==> src/hdl/fetch_pkg.sv <==
package fetch_pkg;

    // Core word and reset address.
    typedef logic [31:0] u32_t;

    localparam u32_t RESET_PC = 32'h1c00_0000;

    // Decoder buffer slots handed out as credits.
    localparam int CREDIT_INIT = 4;
    localparam int CREDIT_W = $clog2(CREDIT_INIT + 1);

    // Direct-mapped BTB geometry, index from pc[5:2].
    localparam int BTB_ENTRIES = 16;
    localparam int BTB_IDX_W = 4;
    localparam int BTB_TAG_W = 26;

    typedef enum logic [1:0] {
        EXCP_NONE = 2'd0,
        EXCP_ADEF = 2'd1,
        EXCP_TLBR = 2'd2
    } excp_code_t;

    typedef struct packed {
        logic valid;
        u32_t pc;
    } wr_pc_req_t;

    // Training request from the branch unit.
    typedef struct packed {
        logic valid;
        u32_t pc;
        u32_t target;
    } btb_upd_t;

    // One direct-map window.
    typedef struct packed {
        logic [2:0] vseg;
        logic [2:0] pseg;
        logic       plv0;
        logic       plv3;
        logic [1:0] mat;
    } dmw_t;

    typedef struct packed {
        logic       da;
        logic [1:0] plv;
        dmw_t       dmw0;
        dmw_t       dmw1;
    } csr_fetch_t;

    typedef struct packed {
        u32_t       pc;
        u32_t       pa;
        logic       is_cached;
        excp_code_t excp;
        u32_t       pred_npc;
    } fetch_pkt_t;

endpackage

==> src/hdl/fetch_intf.sv <==
// Prediction path between the PC logic and the BTB.
interface btb_if;
    fetch_pkg::u32_t lookup_pc;
    logic            hold;
    logic            pred_valid;
    fetch_pkg::u32_t pred_npc;

    modport ctrl (
        output lookup_pc,
        output hold,
        input  pred_valid,
        input  pred_npc
    );

    modport btb (
        input  lookup_pc,
        input  hold,
        output pred_valid,
        output pred_npc
    );
endinterface

// Issue path from the PC logic to the output register.
interface pkt_if;
    logic            issue;
    fetch_pkg::u32_t pc;
    fetch_pkg::u32_t pred_npc;
    logic            kill;

    modport src (
        output issue,
        output pc,
        output pred_npc,
        output kill
    );

    modport dst (
        input issue,
        input pc,
        input pred_npc,
        input kill
    );
endinterface

==> src/hdl/addr_trans.sv <==
module addr_trans (
    input  fetch_pkg::u32_t       va,
    input  fetch_pkg::csr_fetch_t rd_csr,
    output fetch_pkg::u32_t       pa,
    output logic                  is_cached,
    output fetch_pkg::excp_code_t excp
);

    logic plv_ok0;
    logic plv_ok1;
    logic hit0;
    logic hit1;

    // A window is usable only at a privilege level it enables.
    assign plv_ok0 = (rd_csr.plv == 2'd0 && rd_csr.dmw0.plv0) ||
                     (rd_csr.plv == 2'd3 && rd_csr.dmw0.plv3);
    assign plv_ok1 = (rd_csr.plv == 2'd0 && rd_csr.dmw1.plv0) ||
                     (rd_csr.plv == 2'd3 && rd_csr.dmw1.plv3);

    assign hit0 = plv_ok0 && (rd_csr.dmw0.vseg == va[31:29]);
    assign hit1 = plv_ok1 && (rd_csr.dmw1.vseg == va[31:29]);

    // Window 0 wins when both match.
    always_comb begin
        if (rd_csr.da) begin
            pa        = va;
            is_cached = 1'b1;
        end else if (hit0) begin
            pa        = {rd_csr.dmw0.pseg, va[28:0]};
            is_cached = rd_csr.dmw0.mat[0];
        end else if (hit1) begin
            pa        = {rd_csr.dmw1.pseg, va[28:0]};
            is_cached = rd_csr.dmw1.mat[0];
        end else begin
            pa        = va;
            is_cached = 1'b0;
        end
    end

    // Alignment fault first, then missing window.
    always_comb begin
        if (va[1:0] != 2'b00) begin
            excp = fetch_pkg::EXCP_ADEF;
        end else if (rd_csr.da || hit0 || hit1) begin
            excp = fetch_pkg::EXCP_NONE;
        end else begin
            excp = fetch_pkg::EXCP_TLBR;
        end
    end

endmodule

==> src/hdl/btb.sv <==
module btb (
    input  logic                clk,
    input  logic                rst_n,
    input  fetch_pkg::btb_upd_t btb_upd,
    btb_if.btb                  bp
);

    logic [fetch_pkg::BTB_ENTRIES-1:0] valid_r;
    logic [fetch_pkg::BTB_TAG_W-1:0]   tag_mem    [fetch_pkg::BTB_ENTRIES];
    fetch_pkg::u32_t                   target_mem [fetch_pkg::BTB_ENTRIES];

    logic [fetch_pkg::BTB_IDX_W-1:0] lk_idx;
    logic [fetch_pkg::BTB_TAG_W-1:0] lk_tag;
    logic [fetch_pkg::BTB_IDX_W-1:0] upd_idx;
    logic [fetch_pkg::BTB_TAG_W-1:0] upd_tag;

    // Registered lookup, compared one cycle later.
    logic                            rd_valid_r;
    logic [fetch_pkg::BTB_TAG_W-1:0] rd_tag_r;
    logic [fetch_pkg::BTB_TAG_W-1:0] lk_tag_r;
    fetch_pkg::u32_t                 rd_target_r;

    assign lk_idx  = bp.lookup_pc[fetch_pkg::BTB_IDX_W+1:2];
    assign lk_tag  = bp.lookup_pc[31:fetch_pkg::BTB_IDX_W+2];
    assign upd_idx = btb_upd.pc[fetch_pkg::BTB_IDX_W+1:2];
    assign upd_tag = btb_upd.pc[31:fetch_pkg::BTB_IDX_W+2];

    always_ff @(posedge clk or negedge rst_n) begin
        if (!rst_n) begin
            valid_r <= '0;
        end else if (btb_upd.valid) begin
            valid_r[upd_idx] <= 1'b1;
        end
    end

    always_ff @(posedge clk) begin
        if (btb_upd.valid) begin
            tag_mem[upd_idx]    <= upd_tag;
            target_mem[upd_idx] <= btb_upd.target;
        end
    end

    // Entry is read before any same-cycle update lands.
    always_ff @(posedge clk or negedge rst_n) begin
        if (!rst_n) begin
            rd_valid_r <= 1'b0;
        end else if (!bp.hold) begin
            rd_valid_r <= valid_r[lk_idx];
        end
    end

    always_ff @(posedge clk) begin
        if (!bp.hold) begin
            rd_tag_r    <= tag_mem[lk_idx];
            rd_target_r <= target_mem[lk_idx];
            lk_tag_r    <= lk_tag;
        end
    end

    assign bp.pred_valid = rd_valid_r & (rd_tag_r == lk_tag_r);
    assign bp.pred_npc   = rd_target_r;

endmodule

==> src/hdl/fetch_ctrl.sv <==
module fetch_ctrl (
    input  logic                  clk,
    input  logic                  rst_n,
    input  fetch_pkg::wr_pc_req_t ex_wr_pc_req,
    input  fetch_pkg::wr_pc_req_t excp_wr_pc_req,
    input  logic                  credit_return,
    btb_if.ctrl                   bp,
    pkt_if.src                    po
);

    fetch_pkg::u32_t                pc_r;
    fetch_pkg::u32_t                npc;
    logic [fetch_pkg::CREDIT_W-1:0] credits_r;
    logic                           started_r;
    logic                           redirect;
    logic                           hold;
    logic                           pc_en;
    logic                           issue;

    assign redirect = excp_wr_pc_req.valid | ex_wr_pc_req.valid;

    // First cycle out of reset only primes the BTB lookup.
    assign hold  = ~started_r | ((credits_r == '0) & ~credit_return);
    assign pc_en = ~hold | redirect;
    assign issue = ~hold & ~redirect;

    // Prediction refers to the pc_r loaded at the last edge.
    always_comb begin
        if (excp_wr_pc_req.valid) begin
            npc = excp_wr_pc_req.pc;
        end else if (ex_wr_pc_req.valid) begin
            npc = ex_wr_pc_req.pc;
        end else if (bp.pred_valid) begin
            npc = bp.pred_npc;
        end else begin
            npc = pc_r + 32'd4;
        end
    end

    always_ff @(posedge clk or negedge rst_n) begin
        if (!rst_n) begin
            pc_r      <= fetch_pkg::RESET_PC;
            started_r <= 1'b0;
        end else begin
            started_r <= 1'b1;
            if (pc_en) begin
                pc_r <= npc;
            end
        end
    end

    // One credit per issued packet, one back per decoder return.
    always_ff @(posedge clk or negedge rst_n) begin
        if (!rst_n) begin
            credits_r <= fetch_pkg::CREDIT_W'(fetch_pkg::CREDIT_INIT);
        end else begin
            case ({issue, credit_return})
                2'b10:   credits_r <= credits_r - 1'b1;
                2'b01:   credits_r <= credits_r + 1'b1;
                default: credits_r <= credits_r;
            endcase
        end
    end

    // BTB repeats its lookup whenever pc_r does not move.
    assign bp.lookup_pc = npc;
    assign bp.hold      = ~pc_en;

    assign po.issue    = issue;
    assign po.pc       = pc_r;
    assign po.pred_npc = npc;
    assign po.kill     = redirect;

endmodule

==> src/hdl/fetch_out.sv <==
module fetch_out (
    input  logic                  clk,
    input  logic                  rst_n,
    pkt_if.dst                    pi,
    input  fetch_pkg::u32_t       pa,
    input  logic                  is_cached,
    input  fetch_pkg::excp_code_t excp,
    output logic                  pkt_valid,
    output fetch_pkg::fetch_pkt_t pkt
);

    logic capture;

    // A redirect drops whatever is issued alongside it.
    assign capture = pi.issue & ~pi.kill;

    always_ff @(posedge clk or negedge rst_n) begin
        if (!rst_n) begin
            pkt_valid <= 1'b0;
        end else begin
            pkt_valid <= capture;
        end
    end

    // Packet fields only move when a new packet is taken.
    always_ff @(posedge clk) begin
        if (capture) begin
            pkt.pc        <= pi.pc;
            pkt.pa        <= pa;
            pkt.is_cached <= is_cached;
            pkt.excp      <= excp;
            pkt.pred_npc  <= pi.pred_npc;
        end
    end

endmodule

==> src/hdl/fetch_top.sv <==
module fetch_top (
    input  logic                  clk,
    input  logic                  rst_n,
    input  fetch_pkg::wr_pc_req_t ex_wr_pc_req,
    input  fetch_pkg::wr_pc_req_t excp_wr_pc_req,
    input  fetch_pkg::btb_upd_t   btb_upd,
    input  fetch_pkg::csr_fetch_t rd_csr,
    input  logic                  credit_return,
    output logic                  pkt_valid,
    output fetch_pkg::fetch_pkt_t pkt
);

    btb_if bp_if ();
    pkt_if pk_if ();

    fetch_pkg::u32_t       pa;
    logic                  is_cached;
    fetch_pkg::excp_code_t excp;

    fetch_ctrl ctrl_i (
        .clk            (clk),
        .rst_n          (rst_n),
        .ex_wr_pc_req   (ex_wr_pc_req),
        .excp_wr_pc_req (excp_wr_pc_req),
        .credit_return  (credit_return),
        .bp             (bp_if.ctrl),
        .po             (pk_if.src)
    );

    btb btb_i (
        .clk     (clk),
        .rst_n   (rst_n),
        .btb_upd (btb_upd),
        .bp      (bp_if.btb)
    );

    // Translation runs on the PC being issued.
    addr_trans trans_i (
        .va        (pk_if.pc),
        .rd_csr    (rd_csr),
        .pa        (pa),
        .is_cached (is_cached),
        .excp      (excp)
    );

    fetch_out out_i (
        .clk       (clk),
        .rst_n     (rst_n),
        .pi        (pk_if.dst),
        .pa        (pa),
        .is_cached (is_cached),
        .excp      (excp),
        .pkt_valid (pkt_valid),
        .pkt       (pkt)
    );

endmodule

==> config.mk <==
export PLATFORM = sky130hd
export DESIGN_NAME = fetch_top
export DESIGN_NICKNAME = d
export VERILOG_FILES = /design/src/hdl/fetch_pkg.sv /design/src/hdl/fetch_intf.sv /design/src/hdl/addr_trans.sv /design/src/hdl/btb.sv /design/src/hdl/fetch_ctrl.sv /design/src/hdl/fetch_out.sv /design/src/hdl/fetch_top.sv
export SDC_FILE = /design/constraint.sdc
export NUM_CORES = 1
export LEC_CHECK = 0
export BUFFER_PORTS_ARGS = -buffer_cell sky130_fd_sc_hd__buf_2
export CORE_AREA = 8 8 348 350
export DETAILED_ROUTE_END_ITERATION = 8
export DIE_AREA = 0 0 356 358
export PLACE_DENSITY = 0.59
export SLEW_MARGIN = 10
export SYNTH_ARGS = -nofsm -noshare
export SYNTH_HDL_FRONTEND = slang
export SYNTH_SLANG_ARGS = --single-unit
==> constraint.sdc <==
create_clock -name clk -period 5.19 [get_ports clk]
set_clock_uncertainty 0.2 [all_clocks]
set_input_delay 1.557 -clock clk [delete_from_list [all_inputs] [get_ports clk]]
set_output_delay 1.557 -clock clk [all_outputs]
set_load 0.02 [all_outputs]
==> results of run 1 <==
report_power, final:
group          switching [mW]  internal (mW)  leakage (nW)  total, mW
Clock                    3.32           4.54          1.73       7.87
Sequential              0.250           10.5          10.5       10.8
Combinational            1.40          0.964          6.95       2.36
Total                    4.97           16.0          19.2       21.0
cells in the final DEF (no fill, tap or decap), types with 21 or more instances in the layout:
| master | count |
|---|---|
| edfxtp_1 | 1082 |
| mux2i_1 | 762 |
| buf_2 | 252 |
| clkbuf_16 | 111 |
| o21ai_0 | 82 |
| nand2_1 | 59 |
| a22oi_1 | 59 |
| xnor2_1 | 50 |
| dfrtp_1 | 50 |
| buf_4 | 48 |
| mux2_2 | 45 |
| buf_12 | 44 |
| clkbuf_1 | 27 |
| clkinv_1 | 24 |
| nor2_1 | 21 |
stage by stage:
stage	utilization (%)	hold slack [ps]	std cells	area, um^2	TNS [ps]
after global routing	46.02	287.5	4507	53120	0
after global placement	42.93	246.6	4300	49550	0
final	46.04	265.9	4516	53150	0
after floorplan	-	223.1	2588	45860	-3736
after CTS	46.02	269.8	4507	53120	0
after detailed placement	42.93	255.0	4300	49550	0
critical path, cell delays in order, from the launching register on:
cell	delay [ps]
edfxtp_1	420
xnor2_1	390
nand4_1	180
or4_4	620
nor3_1	210
o31ai_1	120
mux2i_4	520
buf_12	520
mux2i_1	170
o21ai_0	890
layer usage:
| layer | vias up | wire [um] |
|---|---|---|
| met5 | - | 54 |
| met1 | 12155 | 48740 |
| met2 | 706 | 55270 |
| met3 | 179 | 7254 |
| li1 | 10729 | - |
| met4 | 8 | 2244 |
logic make-up after synthesis:
kind of cell,after synthesis
flip-flops,1136
multiplexers,810
AO/OA/AOI/OAI,207
AND/OR/NAND/NOR,196
buffers and inverters,172
XOR/XNOR,63
adder cells (fa/ha/maj),3
other,1
worst paths after layout:
kind	to	slack [ps]
min in group asynchronous	ctrl_i.credits_r[0]	710
max in group asynchronous	ctrl_i.po.pc[28]	3220
hold reg to reg	btb_i.valid_r[1]	270
hold / removal	btb_i.valid_r[1]	270
setup reg to reg	btb_i.bp.pred_npc[9]	540
setup / recovery	btb_i.bp.pred_npc[9]	540
layout make-up:
| cell class | instances | area, um^2 | area share [%] |
|---|---|---|---|
| Sequential cell | 1136 | 33850 | 63.69 |
| Multi-Input combinational cell | 1280 | 11230 | 21.12 |
| Clock buffer | 139 | 2893 | 5.443 |
| Timing Repair Buffer | 344 | 2502 | 4.709 |
| Tap cell | 1524 | 1907 | 3.588 |
| Clock inverter | 68 | 683.2 | 1.285 |
| Inverter | 16 | 63.81 | 0.1201 |
| Antenna cell | 9 | 22.52 | 0.04238 |
sequential cells by signal (all words and copies together) (netlist names):
signal	cells
ctrl_i.started_r	1
btb_i.bp.pred_npc	32
out_i.pkt	70
btb_i.target_mem	512
btb_i.tag_mem	416
btb_i.lk_tag_r	26
btb_i.rd_tag_r	26
ctrl_i.credits_r	3
btb_i.valid_r	16
btb_i.rd_valid_r	1
out_i.pkt_valid	1
ctrl_i.po.pc	32
==> results.json, run 1 <==
{
  "path_clk_slew_ps": 60,
  "ys.flop_type": "edfxtp_1",
  "viasPerCell": 5.265,
  "yosys_warnings": 0,
  "clk_latency_ps": 700,
  "rr_startpoint": "btb_i.rd_tag_r[25]",
  "path_max_fanout": 55,
  "place_congestion": 0.8200,
  "fin_nets": 3048,
  "yosys.area_share.simple_pct": 2.159,
  "grt_usage_pct": 17.35,
  "synth_top_family_by_area": "multiplexers",
  "cts_buffers": 110,
  "vias": 23777,
  "ant_nets": 0,
  "yosysMostFrequentCell": "edfxtp_1",
  "cap_violations": 0,
  "core_area_mm2": 0.1154,
  "cts_tree": "done",
  "ys_types": 49,
  "setup_ws_ps": 544.4,
  "powerDensity_mw_per_mm2": 395.0,
  "postSynth.asyncResetShare_pct": 4.754,
  "power_mw": 20.99,
  "fin_crit_ps": 4646,
  "drt_iter0_drc": 1879,
  "p_leak_nw": 19.21,
  "synth_fa_ha_area_share_pct": 0.09828,
  "peakVddDrop_mv": 0.2980,
  "max_slew.worst_pin.slew_ps": 1116,
  "ys_seq_area_share_pct": 73.85,
  "hpwl_mm": 67.59,
  "cts-root-buf": "clkbuf_16",
  "rsz0062_at_grt": "false",
  "min_from": "btb_i.valid_r[1]",
  "cts_max_level": 3,
  "start_util_pct": 39.71,
  "fp-row-count": 125,
  "pre_cts_slack_ps": 382.8,
  "cp.arrival_ps": 4760,
  "globalRouteMet1Util_pct": 22.69,
  "hold_depth": 1,
  "drive_gt1_share_pct": 19.98,
  "grt_antenna_before_repair": 31,
  "slew_violations": 0,
  "max_slew_margin_pct": 24.79,
  "crit_type": "reg -> reg",
  "top_usage_layer": "met2",
  "cp-end-kind": "flip-flop",
  "synth_xor_area_share_pct": 1.204,
  "ys_top_cells_by_count": "edfxtp_1 (1082), mux2i_1 (763), buf_2 (83), o21ai_0 (82), nand2_1 (60)",
  "synth_top_area_share_pct": 70.89,
  "cts_buffer_depth": 3,
  "synth_compound_area_share_pct": 2.798,
  "grt_pass1_vias": 24333,
  "dieArea_mm2": 0.1274,
  "crit_path_start": "btb_i.rd_tag_r[25]",
  "ioPinCount": 257,
  "wl_per_cell_um": 25.15,
  "numPortBuffers": 252,
  "hold_class": "reg -> reg",
  "grt_pass1_wl_mm": 164.1,
  "overflow": 0,
  "cts_hold_buf": 0,
  "muxShareOfSynthArea_pct": 17.87,
  "drc_errors": 0,
  "setup_viol": 0,
  "grt_util_met2_pct": 29.94,
  "finalCritPeriodShare_pct": 89.51,
  "wl_mm": 113.6,
  "ys_seq_elements": 1136,
  "ctsResizeCount": 0,
  "synthTopCellsByArea": "edfxtp_1 (71%), mux2i_1 (17%), dfrtp_1 (2.7%)",
  "nFillCells": 9781,
  "synthesis.nets": 2748,
  "crit_required_ps": 5310,
  "avgSynthCellArea_um2": 17.71,
  "die_width_um": 356,
  "area_delta_synth_final_pct": 15.96,
  "post-cts-setup-buffers": 0,
  "outcome": "finished clean",
  "met3_usage_pct": 3.347,
  "startpoint_type": "flip-flop",
  "reg2regPathDepth": 9,
  "synthCells": 2588,
  "yosys.area.top_type": "edfxtp_1",
  "grt_max_degree": 90,
  "drt_pass1_iterations": 5,
  "max_freq_mhz": 215.3,
  "synth_edf_count": 1082,
  "synth.cell_area_mm2": 0.04583,
  "cts_sinks": 1136,
  "timing.final.hold_violations": 0,
  "die_h_um": 358
}
Power figures use the tool's default switching activity.
==> run 2, diff against run 1 <==
--- a/config.mk
+++ b/config.mk
@@ -7,10 +7,12 @@
 export LEC_CHECK = 0
 export BUFFER_PORTS_ARGS = -buffer_cell sky130_fd_sc_hd__buf_2
 export CORE_AREA = 8 8 348 350
+export CTS_BUF_LIST = sky130_fd_sc_hd__clkbuf_4 sky130_fd_sc_hd__clkbuf_8
 export DETAILED_ROUTE_END_ITERATION = 8
 export DIE_AREA = 0 0 356 358
+export GPL_ROUTABILITY_DRIVEN = 0
 export PLACE_DENSITY = 0.59
-export SLEW_MARGIN = 10
+export SLEW_MARGIN = 20
 export SYNTH_ARGS = -nofsm -noshare
 export SYNTH_HDL_FRONTEND = slang
 export SYNTH_SLANG_ARGS = --single-unit
==> run 2 against run 1 <==
  * Sequential cell count unchanged
  * Worst setup slack improved by 110 ps
  * First-iteration DRC count down 9.4%
  * Register-to-register slack improved by 110 ps
  * Utilization shrank 0.20 points
  * Sequential share of layout area increased by 0.28 points
  * Hold slack improved by 1.2 ps
  * Combinational power about the same
  * Global-route usage increased by 0.20 points
  * Critical endpoint unchanged
  * Wire length is 1.1% higher
  * Cell area is 0.44% lower
  * Non-clock buffer count did not move
  * Largest cell class unchanged
==> results.json, run 2 (synthesized netlist as in run 1, its figures left out) <==
{
  "die_width_um": 356,
  "largest_register_ffs": 512,
  "grt_pass1_vias": 24879,
  "peakVddDrop_mv": 0.2289,
  "max_slew_margin_pct": 34.70,
  "reg.largest.list": "btb_i.target_mem x512, btb_i.tag_mem x416, out_i.pkt x70",
  "vias": 24177,
  "setup_viol": 0,
  "drive_gt1_share_pct": 23.00,
  "multi_input_area_mm2": 0.01123,
  "numPortBuffers": 252,
  "setup_ws_ps": 658.3,
  "path_clk_slew_ps": 60,
  "fin_nets": 3110,
  "cts_tree": "done",
  "hold_slack_ps": 267.1,
  "reg2reg_setup_slack_ps": 660,
  "pre_cts_slack_ps": 382.8,
  "grt_usage_pct": 17.56,
  "cts_max_level": 4,
  "cts_buffer_depth": 3,
  "ctsResizeCount": 0,
  "drt_pass1_iterations": 5,
  "rsz0062_at_grt": "false",
  "top_register": "btb_i.target_mem",
  "final_common_cell": "edfxtp_1",
  "cp-end-kind": "flip-flop",
  "hold_class": "reg -> reg",
  "drt_iter0_drc": 1702,
  "clk_latency_ps": 830,
  "grt_antenna_before_repair": 33,
  "cap_violations": 0,
  "overflow": 0,
  "path_max_fanout": 55,
  "max_freq_mhz": 220.7,
  "area_delta_synth_final_pct": 15.45,
  "grt_pass1_wl_mm": 165.3,
  "viasPerCell": 5.242,
  "cts_sinks": 1136,
  "nFillCells": 9889,
  "hpwl_mm": 67.59,
  "cts-root-buf": "clkbuf_8",
  "mostFrequentLayoutCells": "edfxtp_1 (1082), mux2i_1 (762), buf_2 (252)",
  "wl_mm": 114.8,
  "seq_area_mm2": 0.03385,
  "outcome": "finished clean",
  "max_slew.worst_pin.slew_ps": 969.2,
  "finalCritPeriodShare_pct": 87.32,
  "post-cts-setup-buffers": 0,
  "startpoint_type": "flip-flop",
  "slew_violations": 0,
  "powerDensity_mw_per_mm2": 383.1,
  "cts_hold_buf": 0,
  "core_area_mm2": 0.1154,
  "grt_max_degree": 90,
  "fin_crit_ps": 4532,
  "ioPinCount": 257,
  "ant_nets": 0,
  "fp-row-count": 125,
  "cp.arrival_ps": 4810,
  "cts_buffers": 172,
  "crit_type": "reg -> reg",
  "p_leak_nw": 19.24,
  "timing.final.hold_violations": 0,
  "crit_required_ps": 5470,
  "start_util_pct": 39.71,
  "drc_errors": 0,
  "dieArea_mm2": 0.1274,
  "final_util_pct": 45.84,
  "wl_per_cell_um": 24.89,
  "die_h_um": 358
}
run 2: cell types whose count changed in the layout (fill, tap and decap cells not counted), moves of 2 or more:
cell       previous run  this run
clkinv_1             24        34
clkbuf_16           111         0
clkbuf_1             27         0
clkbuf_4              0        56
inv_8                 0         2
clkinv_2             19        16
bufinv_16            12         4
clkbuf_8              1       180
run 2: critical path, stage by stage (launching register included):
cell      delay, ps
edfxtp_1        420
xnor2_1         390
nand4_1         180
or4_4           630
nor3_1          200
o31ai_1         120
mux2i_4         520
buf_12          510
mux2i_1         170
o21ai_0         780
run 2: metrics by stage:
step                      cell area, um^2  instances  power (mW)  TNS, ps
after floorplan                     45860       2588       12.35    -3736
after global placement              49550       4300       13.27        0
after detailed placement            49550       4300       13.34        0
after CTS                           52890       4602       20.47        0
after global routing                52890       4604       21.02        0
final                               52910       4612       20.27        0
run 2: routing by layer:
layer	up-vias	wire length, um	share of wire [%]	global-route usage, %
li1	10857	-	-	-
met1	12421	49880	43	22.38
met2	692	55780	49	30.07
met3	197	6608	5.8	4.032
met4	10	2461	2.1	4.884
met5	-	70	0.061	0
run 2: final timing paths:
path / from / to / cells past startpoint
min in group asynchronous: rst_n / ctrl_i.credits_r[0] / 1
max in group asynchronous: rst_n / ctrl_i.po.pc[26] / 2
worst max register to register: btb_i.rd_tag_r[25] / btb_i.bp.pred_npc[9] / 9
worst max-delay path: btb_i.rd_tag_r[25] / btb_i.bp.pred_npc[9] / 9
worst min register to register: btb_i.valid_r[9] / btb_i.valid_r[9] / 1
worst min-delay path: btb_i.valid_r[9] / btb_i.valid_r[9] / 1
run 2: final cells by class:
class                      instances  area share (%)
multi-input combinational       1280           21.22
sequential                      1136           63.97
inverter                          16          0.1206
timing repair buffer             344           4.729
clock inverter                    66          0.8347
tap                             1524           3.604
clock buffer                     236           5.477
antenna                           10         0.04729
run 2: where the power goes:
group	internal [mW]	switching [mW]	total (mW)
combinational	0.964	1.40	2.37
sequential	10.5	0.250	10.8
clock	3.81	3.33	7.14
